===== src/source/reprog_pkg.sv =====
package reprog_pkg;

	// ==================================================
	// widths fixed by the configuration port protocol
	// ==================================================

	localparam int ICAP_WORD_W  = 32;	// port data bus
	localparam int FLASH_ADDR_W = 24;	// bitstream start address
	localparam int TRIGGER_W    = 3;	// one request bit per image
	localparam int IMAGE_W      = 2;
	localparam int SLOT_W       = 3;	// eight command words

	typedef logic [ICAP_WORD_W-1:0]  icap_word_t;
	typedef logic [FLASH_ADDR_W-1:0] flash_addr_t;
	typedef logic [TRIGGER_W-1:0]    trigger_t;
	typedef logic [IMAGE_W-1:0]      image_t;
	typedef logic [SLOT_W-1:0]       slot_t;

	// image index, same as the trigger bit position
	localparam image_t IMG_GOLDEN = 2'd0;
	localparam image_t IMG_MASTER = 2'd1;
	localparam image_t IMG_STMSTR = 2'd2;	// self-triggering master

	// ==================================================
	// command words, before byte bit reversal
	// ==================================================

	localparam icap_word_t ICAP_DUMMY_WORD   = 32'hFFFF_FFFF;
	localparam icap_word_t ICAP_SYNC_WORD    = 32'hAA99_5566;
	localparam icap_word_t ICAP_NO_OP        = 32'h2000_0000;	// type 1 noop
	localparam icap_word_t ICAP_WRITE_WBSTAR = 32'h3002_0001;	// write 1 word to WBSTAR
	localparam icap_word_t ICAP_WRITE_CMD    = 32'h3000_8001;	// write 1 word to CMD
	localparam icap_word_t ICAP_IPROG        = 32'h0000_000F;

	// flash start addresses of the three images
	localparam flash_addr_t GOLDEN_FLASH_ADDR = 24'h00_0000;
	localparam flash_addr_t MASTER_FLASH_ADDR = 24'h40_0000;
	localparam flash_addr_t STMSTR_FLASH_ADDR = 24'h80_0000;

	// index of the final command word
	localparam slot_t SEQ_LAST = 3'd7;

	// sequencer states
	typedef enum logic [1:0] {
		ST_IDLE,	// waiting for a trigger bit
		ST_SEND,	// eight words on the port
		ST_DONE 	// parked until reset
	} reprog_state_t;

endpackage


===== src/source/image_select.sv =====
module image_select (
	input  logic                clk,
	input  logic                reset,
	input  logic                start,	// one cycle, sequence begins
	input  reprog_pkg::trigger_t trigger,
	output reprog_pkg::image_t   image
);

	// ==================================================
	// priority pick, lowest set bit wins
	// ==================================================

	reprog_pkg::image_t image_next;

	always_comb begin
		if (trigger[reprog_pkg::IMG_GOLDEN]) begin
			image_next = reprog_pkg::IMG_GOLDEN;
		end else if (trigger[reprog_pkg::IMG_MASTER]) begin
			image_next = reprog_pkg::IMG_MASTER;
		end else if (trigger[reprog_pkg::IMG_STMSTR]) begin
			image_next = reprog_pkg::IMG_STMSTR;
		end else begin
			image_next = reprog_pkg::IMG_GOLDEN;	// no bit set, start never fires here
		end
	end

	// ==================================================
	// latch at start and hold for the whole sequence
	// ==================================================

	// trigger may move mid-sequence, address word must not
	always_ff @(posedge clk) begin
		if (reset) begin
			image <= reprog_pkg::IMG_GOLDEN;
		end else if (start) begin
			image <= image_next;
		end
	end

endmodule


===== src/source/word_counter.sv =====
module word_counter (
	input  logic             clk,
	input  logic             reset,
	input  logic             start,	// reload slot 0
	input  logic             send,	// advance one slot per edge
	output reprog_pkg::slot_t slot,
	output logic             last
);

	// slot counter, wraps to 0 after the final word
	always_ff @(posedge clk) begin
		if (reset) begin
			slot <= '0;
		end else if (start) begin
			slot <= '0;
		end else if (send) begin
			slot <= slot + 1'b1;
		end
	end

	// final word is on its way out this cycle
	assign last = send && (slot == reprog_pkg::SEQ_LAST);

endmodule


===== src/source/reprog_fsm.sv =====
module reprog_fsm (
	input  logic                clk,
	input  logic                reset,
	input  reprog_pkg::trigger_t trigger,
	input  logic                last,	// final slot from the counter
	output logic                start,
	output logic                send,
	output logic                reprog_done
);

	reprog_pkg::reprog_state_t state;
	reprog_pkg::reprog_state_t state_next;

	// ==================================================
	// next state
	// ==================================================

	always_comb begin
		state_next = state;
		case (state)
			reprog_pkg::ST_IDLE: begin
				if (trigger != '0) begin
					state_next = reprog_pkg::ST_SEND;
				end
			end
			reprog_pkg::ST_SEND: begin
				if (last) begin
					state_next = reprog_pkg::ST_DONE;
				end
			end
			reprog_pkg::ST_DONE: begin
				state_next = reprog_pkg::ST_DONE;	// FPGA reconfigures from here, only reset leaves
			end
			default: begin
				state_next = reprog_pkg::ST_IDLE;
			end
		endcase
	end

	always_ff @(posedge clk) begin
		if (reset) begin
			state <= reprog_pkg::ST_IDLE;
		end else begin
			state <= state_next;
		end
	end

	// ==================================================
	// outputs, decoded from state
	// ==================================================

	// start is high the cycle before the idle to send edge
	assign start       = (state == reprog_pkg::ST_IDLE) && (trigger != '0);
	assign send        = (state == reprog_pkg::ST_SEND);	// exactly eight cycles
	assign reprog_done = (state == reprog_pkg::ST_DONE);

endmodule


===== src/source/icap_word_rom.sv =====
module icap_word_rom (
	input  reprog_pkg::slot_t      slot,
	input  reprog_pkg::image_t     image,
	output reprog_pkg::icap_word_t word
);

	reprog_pkg::flash_addr_t flash_addr;

	// ==================================================
	// flash start address of the latched image
	// ==================================================

	always_comb begin
		case (image)
			reprog_pkg::IMG_GOLDEN: flash_addr = reprog_pkg::GOLDEN_FLASH_ADDR;
			reprog_pkg::IMG_MASTER: flash_addr = reprog_pkg::MASTER_FLASH_ADDR;
			reprog_pkg::IMG_STMSTR: flash_addr = reprog_pkg::STMSTR_FLASH_ADDR;
			default:                flash_addr = reprog_pkg::GOLDEN_FLASH_ADDR;	// unused index
		endcase
	end

	// ==================================================
	// IPROG command sequence, one word per slot
	// ==================================================

	always_comb begin
		case (slot)
			3'd0: word = reprog_pkg::ICAP_DUMMY_WORD;
			3'd1: word = reprog_pkg::ICAP_SYNC_WORD;
			3'd2: word = reprog_pkg::ICAP_NO_OP;
			3'd3: word = reprog_pkg::ICAP_WRITE_WBSTAR;
			3'd4: begin
				// WBSTAR payload, zero-extended flash address
				word = {{(reprog_pkg::ICAP_WORD_W - reprog_pkg::FLASH_ADDR_W){1'b0}},
					flash_addr};
			end
			3'd5: word = reprog_pkg::ICAP_WRITE_CMD;
			3'd6: word = reprog_pkg::ICAP_IPROG;
			3'd7: word = reprog_pkg::ICAP_NO_OP;	// flush
			default: word = reprog_pkg::ICAP_NO_OP;
		endcase
	end

endmodule


===== src/source/icap_output.sv =====
module icap_output (
	input  logic                  clk,
	input  logic                  reset,
	input  logic                  send,
	input  reprog_pkg::icap_word_t word,
	output reprog_pkg::icap_word_t icap_data,
	output logic                  icap_csib	// active low port enable
);

	// ==================================================
	// port wants each byte with its bits swapped
	// ==================================================

	function automatic reprog_pkg::icap_word_t byte_swap_bits(input reprog_pkg::icap_word_t w);
		reprog_pkg::icap_word_t r;
		for (int b = 0; b < reprog_pkg::ICAP_WORD_W / 8; b++) begin
			for (int i = 0; i < 8; i++) begin
				r[8*b + i] = w[8*b + 7 - i];	// msb of a byte lands on its lsb
			end
		end
		return r;
	endfunction

	// ==================================================
	// registered port drive
	// ==================================================

	always_ff @(posedge clk) begin
		if (reset) begin
			icap_data <= byte_swap_bits(reprog_pkg::ICAP_DUMMY_WORD);
			icap_csib <= 1'b1;	// disabled
		end else if (send) begin
			icap_data <= byte_swap_bits(word);
			icap_csib <= 1'b0;	// enabled, one word per edge
		end else begin
			if (!icap_csib) begin
				icap_data <= byte_swap_bits(reprog_pkg::ICAP_NO_OP);	// sequence just ended
			end
			icap_csib <= 1'b1;
		end
	end

endmodule


===== src/source/reprog_top.sv =====
module reprog_top (
	input  logic                  clk,
	input  logic                  reset,
	input  reprog_pkg::trigger_t   trigger,	// bit 0 golden, 1 master, 2 self-triggering master
	output reprog_pkg::icap_word_t icap_data,
	output logic                  icap_csib,
	output logic                  reprog_done
);

	// ==================================================
	// internal nets
	// ==================================================

	logic                  start;	// one cycle, from idle with a trigger
	logic                  send;	// high for the eight word cycles
	logic                  last;
	reprog_pkg::slot_t      slot;
	reprog_pkg::image_t     image;
	reprog_pkg::icap_word_t word;	// unreversed, combinational

	reprog_fsm reprog_fsm_inst (
		.clk         (clk),
		.reset       (reset),
		.trigger     (trigger),
		.last        (last),
		.start       (start),
		.send        (send),
		.reprog_done (reprog_done)
	);

	word_counter word_counter_inst (
		.clk   (clk),
		.reset (reset),
		.start (start),
		.send  (send),
		.slot  (slot),
		.last  (last)
	);

	image_select image_select_inst (
		.clk     (clk),
		.reset   (reset),
		.start   (start),
		.trigger (trigger),
		.image   (image)
	);

	icap_word_rom icap_word_rom_inst (
		.slot  (slot),
		.image (image),
		.word  (word)
	);

	// drives the configuration port pins
	icap_output icap_output_inst (
		.clk       (clk),
		.reset     (reset),
		.send      (send),
		.word      (word),
		.icap_data (icap_data),
		.icap_csib (icap_csib)
	);

endmodule


===== config.mk =====
export PLATFORM = sky130hd
export DESIGN_NAME = reprog_top
export DESIGN_NICKNAME = d
export VERILOG_FILES = /design/src/source/reprog_pkg.sv /design/src/source/image_select.sv /design/src/source/word_counter.sv /design/src/source/reprog_fsm.sv /design/src/source/icap_word_rom.sv /design/src/source/icap_output.sv /design/src/source/reprog_top.sv
export SDC_FILE = /design/constraint.sdc
export NUM_CORES = 1
export LEC_CHECK = 0
export BUFFER_PORTS_ARGS = -buffer_cell sky130_fd_sc_hd__buf_2
export CAP_MARGIN = 0
export CORE_UTILIZATION = 49
export DETAILED_ROUTE_END_ITERATION = 12
export GPL_TIMING_DRIVEN = 1
export PLACE_DENSITY = 0.8
export SYNTH_ARGS = -nofsm -noshare
export SYNTH_HDL_FRONTEND = slang
export SYNTH_SLANG_ARGS = --single-unit
export TNS_END_PERCENT = 30

===== constraint.sdc =====
create_clock -name clk -period 1.5 [get_ports clk]
set_input_delay 0.375 -clock clk [delete_from_list [all_inputs] [get_ports clk]]
set_output_delay 0.375 -clock clk [all_outputs]
set_load 0.01 [all_outputs]

# Word level (Yosys, flattened, before mapping)
# Cells that the tools add are included.
[totals] ff_bits=40 output_inout_bits=34
[op_classes] add_sub_neg=1 n_eq_ne=14 n_mux=11 n_reduce_logical=8
[ops] op="32-bit case mux with 7 select lines" count=1
[ops] op="32-bit 2-to-1 mux" count=2
[ops] op="24-bit case mux with 2 select lines" count=1
[ops] op="3-bit equality test, second input constant" count=4
[ops] op="2-bit 2-to-1 mux" count=5
[ops] op="3-bit by 2-bit equality test with 1-bit output, second input constant" count=2
[ops] op="2-bit case mux with 3 select lines" count=1
[ops] op="2-bit by 1-bit equality test with 1-bit output, second input constant" count=2
[ops] op="2-bit equality test, second input constant" count=2
[ops] op="2-bit inequality test, second input constant" count=2
[ops] op="2-bit OR reduction" count=2
[ops] op="3-bit by 1-bit adder with 3-bit output, second input constant" count=1
[ops] op="3-bit by 1-bit equality test with 1-bit output, second input constant" count=1
[ops] op="3-bit logical NOT" count=1
[ops] op="3-bit nonzero test" count=1
[ops] op="1-bit logical AND" count=2
[ops] op="2-bit logical NOT" count=1
[ops] op="2-bit by 1-bit inequality test with 1-bit output, second input constant" count=1
[ops] op="2-bit AND reduction" count=1
[ops] op="1-bit 2-to-1 mux" count=1

# Longest topological paths before layout
[depth] ltp_word=4 depth_mapped=7

# Modules after synthesis
# A second synthesis with hierarchy kept.
[unflattened] cells_unflattened=222 hier_area_um2=1901.8
[modules_own_cells] module="icap_output" n_inst=1 cells_per_inst=144 area_per_inst_um2=1232.4 seq_area_each_um2=660.6
[modules_own_cells] module="icap_word_rom" n_inst=1 cells_per_inst=41 area_per_inst_um2=292.8 seq_area_each_um2=0.0
[modules_own_cells] module="reprog_fsm" n_inst=1 cells_per_inst=17 area_per_inst_um2=153.9 seq_area_each_um2=40.0
[modules_own_cells] module="word_counter" n_inst=1 cells_per_inst=12 area_per_inst_um2=141.4 seq_area_each_um2=60.1
[modules_own_cells] module="image_select" n_inst=1 cells_per_inst=8 area_per_inst_um2=81.3 seq_area_each_um2=40.0

# Least setup slack after synthesis
# No wires, ideal clock.
[synth_timing] path_kind="flip-flop to flip-flop" startpoint="register word_counter_inst.slot[1]" endpoint="register icap_output_inst.icap_data[7]" arrival_ns=1.142 required_ns=1.369 setup_slack_ns=0.227 stages_incl_launch_ff=6 path_buffers=0 cell_sequence="dfxtp_1 inv_1 ha_1 mux2_4 a21oi_2 nand3_1"
[synth_via] elab_chain_len=4
[synth_rtl] element="start: declaration" line_no="word_counter.sv:6" text="output reprog_pkg::slot_t slot,"
[synth_rtl] element="start signal: assignment" line_no="word_counter.sv:17" text="slot <= slot + 1'b1;"
[synth_rtl] element="3-bit by 2-bit equality test with 1-bit output / 3-bit equality test (equally long branches)" line_no="icap_word_rom.sv:27" text="case (slot)"
[synth_rtl] element="2-bit OR reduction (no line)"
[synth_rtl] element="32-bit case mux with 7 select lines *" line_no="icap_word_rom.sv:27"
[synth_rtl] element="32-bit 2-to-1 mux *" line_no="icap_output.sv:32" text="end else if (send) begin"
[synth_rtl] element="end signal: assignment" line_no="icap_output.sv:30" text="icap_data <= byte_swap_bits(reprog_pkg::ICAP_DUMMY_WORD);"
[synth_rtl] element="end signal: assignment" line_no="icap_output.sv:33" text="icap_data <= byte_swap_bits(word);"
[synth_rtl] element="end signal: assignment" line_no="icap_output.sv:37" text="icap_data <= byte_swap_bits(reprog_pkg::ICAP_NO_OP);"
[synth_rtl] element="end: declaration" line_no="icap_output.sv:6" text="output reprog_pkg::icap_word_t icap_data,"
# Mark *: on every way between the ends. The rest lies on a longest branch, timed or not.
# A chain may end at the register's enable or synchronous reset.

# Final worst setup path
[layout_timing] startpoint="register reprog_fsm_inst.state[0]" endpoint="output port reprog_done"
[layout_via] elab_chain_len=1
[layout_rtl] element="start: declaration" line_no="reprog_fsm.sv:11" text="reprog_pkg::reprog_state_t state;"
[layout_rtl] element="start signal: assignment" line_no="reprog_fsm.sv:42" text="state <= reprog_pkg::ST_IDLE;"
[layout_rtl] element="start signal: assignment" line_no="reprog_fsm.sv:44" text="state <= state_next;"
[layout_rtl] element="2-bit equality test" line_no="reprog_fsm.sv:55" text="assign reprog_done = (state == reprog_pkg::ST_DONE);"
[layout_rtl] element="end: declaration" line_no="reprog_top.sv:7" text="output logic reprog_done"
# Every way passes these cells.

==> results.yml <==
clock_network:
  cts_buffer_depth: 2
  cts.clk_slew.worst_paths_ns: 0.11
  numCtsBuffers: 3
  cts_tree: "done"
  clock-sinks: 19
  holdBufCountCts: 0
  cts_setup_buffers: 0
  clock_latency_ns: 0.29
  root_buffer: "clkbuf_4"
  h-tree-depth: 1
logic_synthesis:
  synthAdderAreaFrac_pct: 9.01
  synth-compound-area-share_pct: 14.3
  synth_mux_area_share_pct: 3.15
  synth_edf_count: 0
  synth_fp_nets: 140
  synth-async-reset-ratio_pct: 0
  syn-cell-area_sq_um: 1110
  yosysSeqAreaShare_pct: 34.2
  postSynthRegisterBits: 19
  synth_top_family_by_area: "buffers and inverters"
  synthCells: 127
  yosysUniqueCellTypes: 32
  synth_ff_type: "dfxtp_1"
  synth_warnings: 0
  synth_xor_area_share_pct: 1.58
  synth-simple-area-share_pct: 18.1
  syn_area_per_cell_sq_um: 8.75
critical_path:
  critPathBufInv: 2
  cp_cell_sequence: "inv_1, ha_1, buf_2"
  cp_max_fo: 3
  end_kind: "primary output"
  cp.required_ns: 1.12
  crit_slowest_cell: "dfxtp_1"
  crit_family: "flip-flops"
  cp_slowest_stage_delay_ns: 0.36
  crit_path_start_kind: "register"
  r2r_slack_ns: 0.12
  critPathArrivalTime_ns: 1.06
  critPathKind: "reg2out"
grt:
  antenna_found_initial: 0
  grt_pass1_vias: 772
  grt_usage_pct: 17.0
  overflow: 0
  grt_pass1_wl_microns: 3220
  grt_max_degree: 14
routing:
  drt_pass1_iterations: 4
  detail_route.wl_per_cell_microns: 11.3
  vias: 887
  routed_wl_microns: 1950
  vias_per_cell: 5.16
  drc: 0
  ant_nets: 0
  drt_iter0_markers: 16
timing:
  post-route-period-util_pct: 95.5
  max_clock_freq_mhz: 698
  finalSetupViolations: 0
  maxSlewViolCount: 0
  period_minus_slack_ns: 1.43
  hold_viol: 0
  max_slew_margin_pct: 71.9
  rsz0062_at_grt: "true"
  tightest_slew_ns: 0.421
  finClkSkew_ns: 0.00263
power_and_ir_drop:
  ir_drop_mv: 1.03
  p_leak_nw: 0.518
  power.density_nw_per_um2: 2030
final_layout:
  multiInputGateArea_sq_um: 533
  final_cell_area_sq_um: 1220
  n_antenna_cell: 0
  nFillCells: 201
  area_growth_pct: 9.68
  final_nets: 159
  layout.cells.non_filler: 172
  drive_gt1_share_pct: 35.9
  seq_area_sq_um: 382
floorplan:
  io_pins: 39
  core_area_sq_um: 2040
  initial_core_util_pct: 54.4
  die_w_microns: 49.6
  dieArea_sq_um: 2460
  num_rows: 16
  fp.dieH_microns: 49.6
place:
  port_buffers: 38
  place_congestion: 0.790
  place_inst: 168
  dpl-instance-area_sq_um: 1170
  dp_hpwl_microns: 1530
run_status:
  outcome: "finished, final reports clean"
flow_run:
  cap_violations: 0
hold_path:
  hp-class: "in2reg"
[final timing paths]
| path | to | cells after the start | from |
|---|---|---|---|
| worst max-delay path | reprog_done | 3 | reprog_fsm_inst.state[0] |
| worst min-delay path | image_select_inst.image[1] | 4 | trigger[1] |
| worst max register to register | icap_output_inst.icap_data[16] | 5 | word_counter_inst.slot[1] |
| worst min register to register | icap_output_inst.icap_data[27] | 2 | icap_output_inst.icap_data[27] |
[power by group]
group	internal (mW)	switching, mW	leakage [nW]
clock network	0.103	0.155	0.0150
registers	0.692	0.153	0.157
logic	0.615	0.756	0.346
total	1.41	1.06	0.518
[routing by layer]
layer | track usage (%) | vias to the layer above | wire length, microns
met5 | 0 | - | 0
li1 | - | 439 | -
met1 | 17.9 | 408 | 804
met3 | 3.09 | 2 | 125
met4 | 7.14 | 0 | 19
met2 | 32.4 | 38 | 1000
[stage by stage]
| stage | worst slack [ns] | power, mW | hold slack, ns | utilization [%] | setup TNS [ns] |
|---|---|---|---|---|---|
| 4_1_cts | 0.0393 | 2.46 | 0.385 | 58.6 | 0 |
| 3_3_place_gp | 0.0998 | 2.17 | 0.433 | 57.4 | 0 |
| 6_report | 0.0677 | 2.47 | 0.387 | 59.7 | 0 |
| 3_5_place_dp | 0.0559 | 2.21 | 0.457 | 57.4 | 0 |
| 2_1_floorplan | 0.227 | 2.03 | 0.456 | - | 0 |
| 5_1_grt | -0.0152 | 2.68 | 0.426 | 59.7 | -0.0278 |
[Yosys cell counts, types with 2 or more instances]
| cell | n | area [sq um] |
|---|---|---|
| nand2_1 | 14 | 52.6 |
| o2111ai_1 | 2 | 17.5 |
| a21o_1 | 2 | 15.0 |
| nand3_1 | 6 | 30.0 |
| inv_1 | 7 | 26.3 |
| o21ai_0 | 2 | 10.0 |
| dfxtp_1 | 19 | 380 |
| nand2b_1 | 5 | 31.3 |
| nor3_1 | 4 | 20.0 |
| a21oi_1 | 4 | 20.0 |
| buf_4 | 22 | 165 |
| xnor2_1 | 2 | 17.5 |
| ha_1 | 8 | 100 |
| buf_2 | 3 | 15.0 |
| mux2i_1 | 2 | 20.0 |
| nor2_1 | 9 | 33.8 |
[worst min-delay path: cells and delay by family]
kind / cells / cell delay (ns)
buffers and inverters: 1 / 0.10
and+or+nand+nor: 3 / 0.16
[final cells by class]
type | instances | share of cell area, %
Inverter | 7 | 2.16
Sequential cell | 19 | 31.3
Multi-Input combinational cell | 75 | 43.7
Clock buffer | 4 | 2.16
Timing Repair Buffer | 40 | 17.9
Tap cell | 27 | 2.77
[state kept, by name (all words and copies together), names as in the netlist]
name / cells
icap_output_inst.icap_data: 11
word_counter_inst.slot: 3
image_select_inst.image: 2
reprog_fsm_inst.state: 2
icap_output_inst.icap_csib: 1
[cell usage in the layout, fill, tap and decap left out, types with 3 or more instances in the layout]
cell,instances
nand2b_1,5
dfxtp_1,18
nor2_1,9
inv_1,7
nand2_1,14
nor3_1,4
clkbuf_4,3
a21oi_1,4
ha_1,6
nand3_1,6
buf_2,38
[kinds of logic after synthesis]
family | after synthesis
muxes | 3
AOI/OAI and AO/OA | 20
xor gates and xnor gates | 2
and+or+nand+nor | 42
buffers and inverters | 33
DFF | 19
adders and majority gates | 8
[what timing repair did]
action	CTS	global route
endpoints found under the setup margin	0	8
gates resized for setup	0	5
hold endpoints to repair	0	0
(Power assumes the default switching activity.)
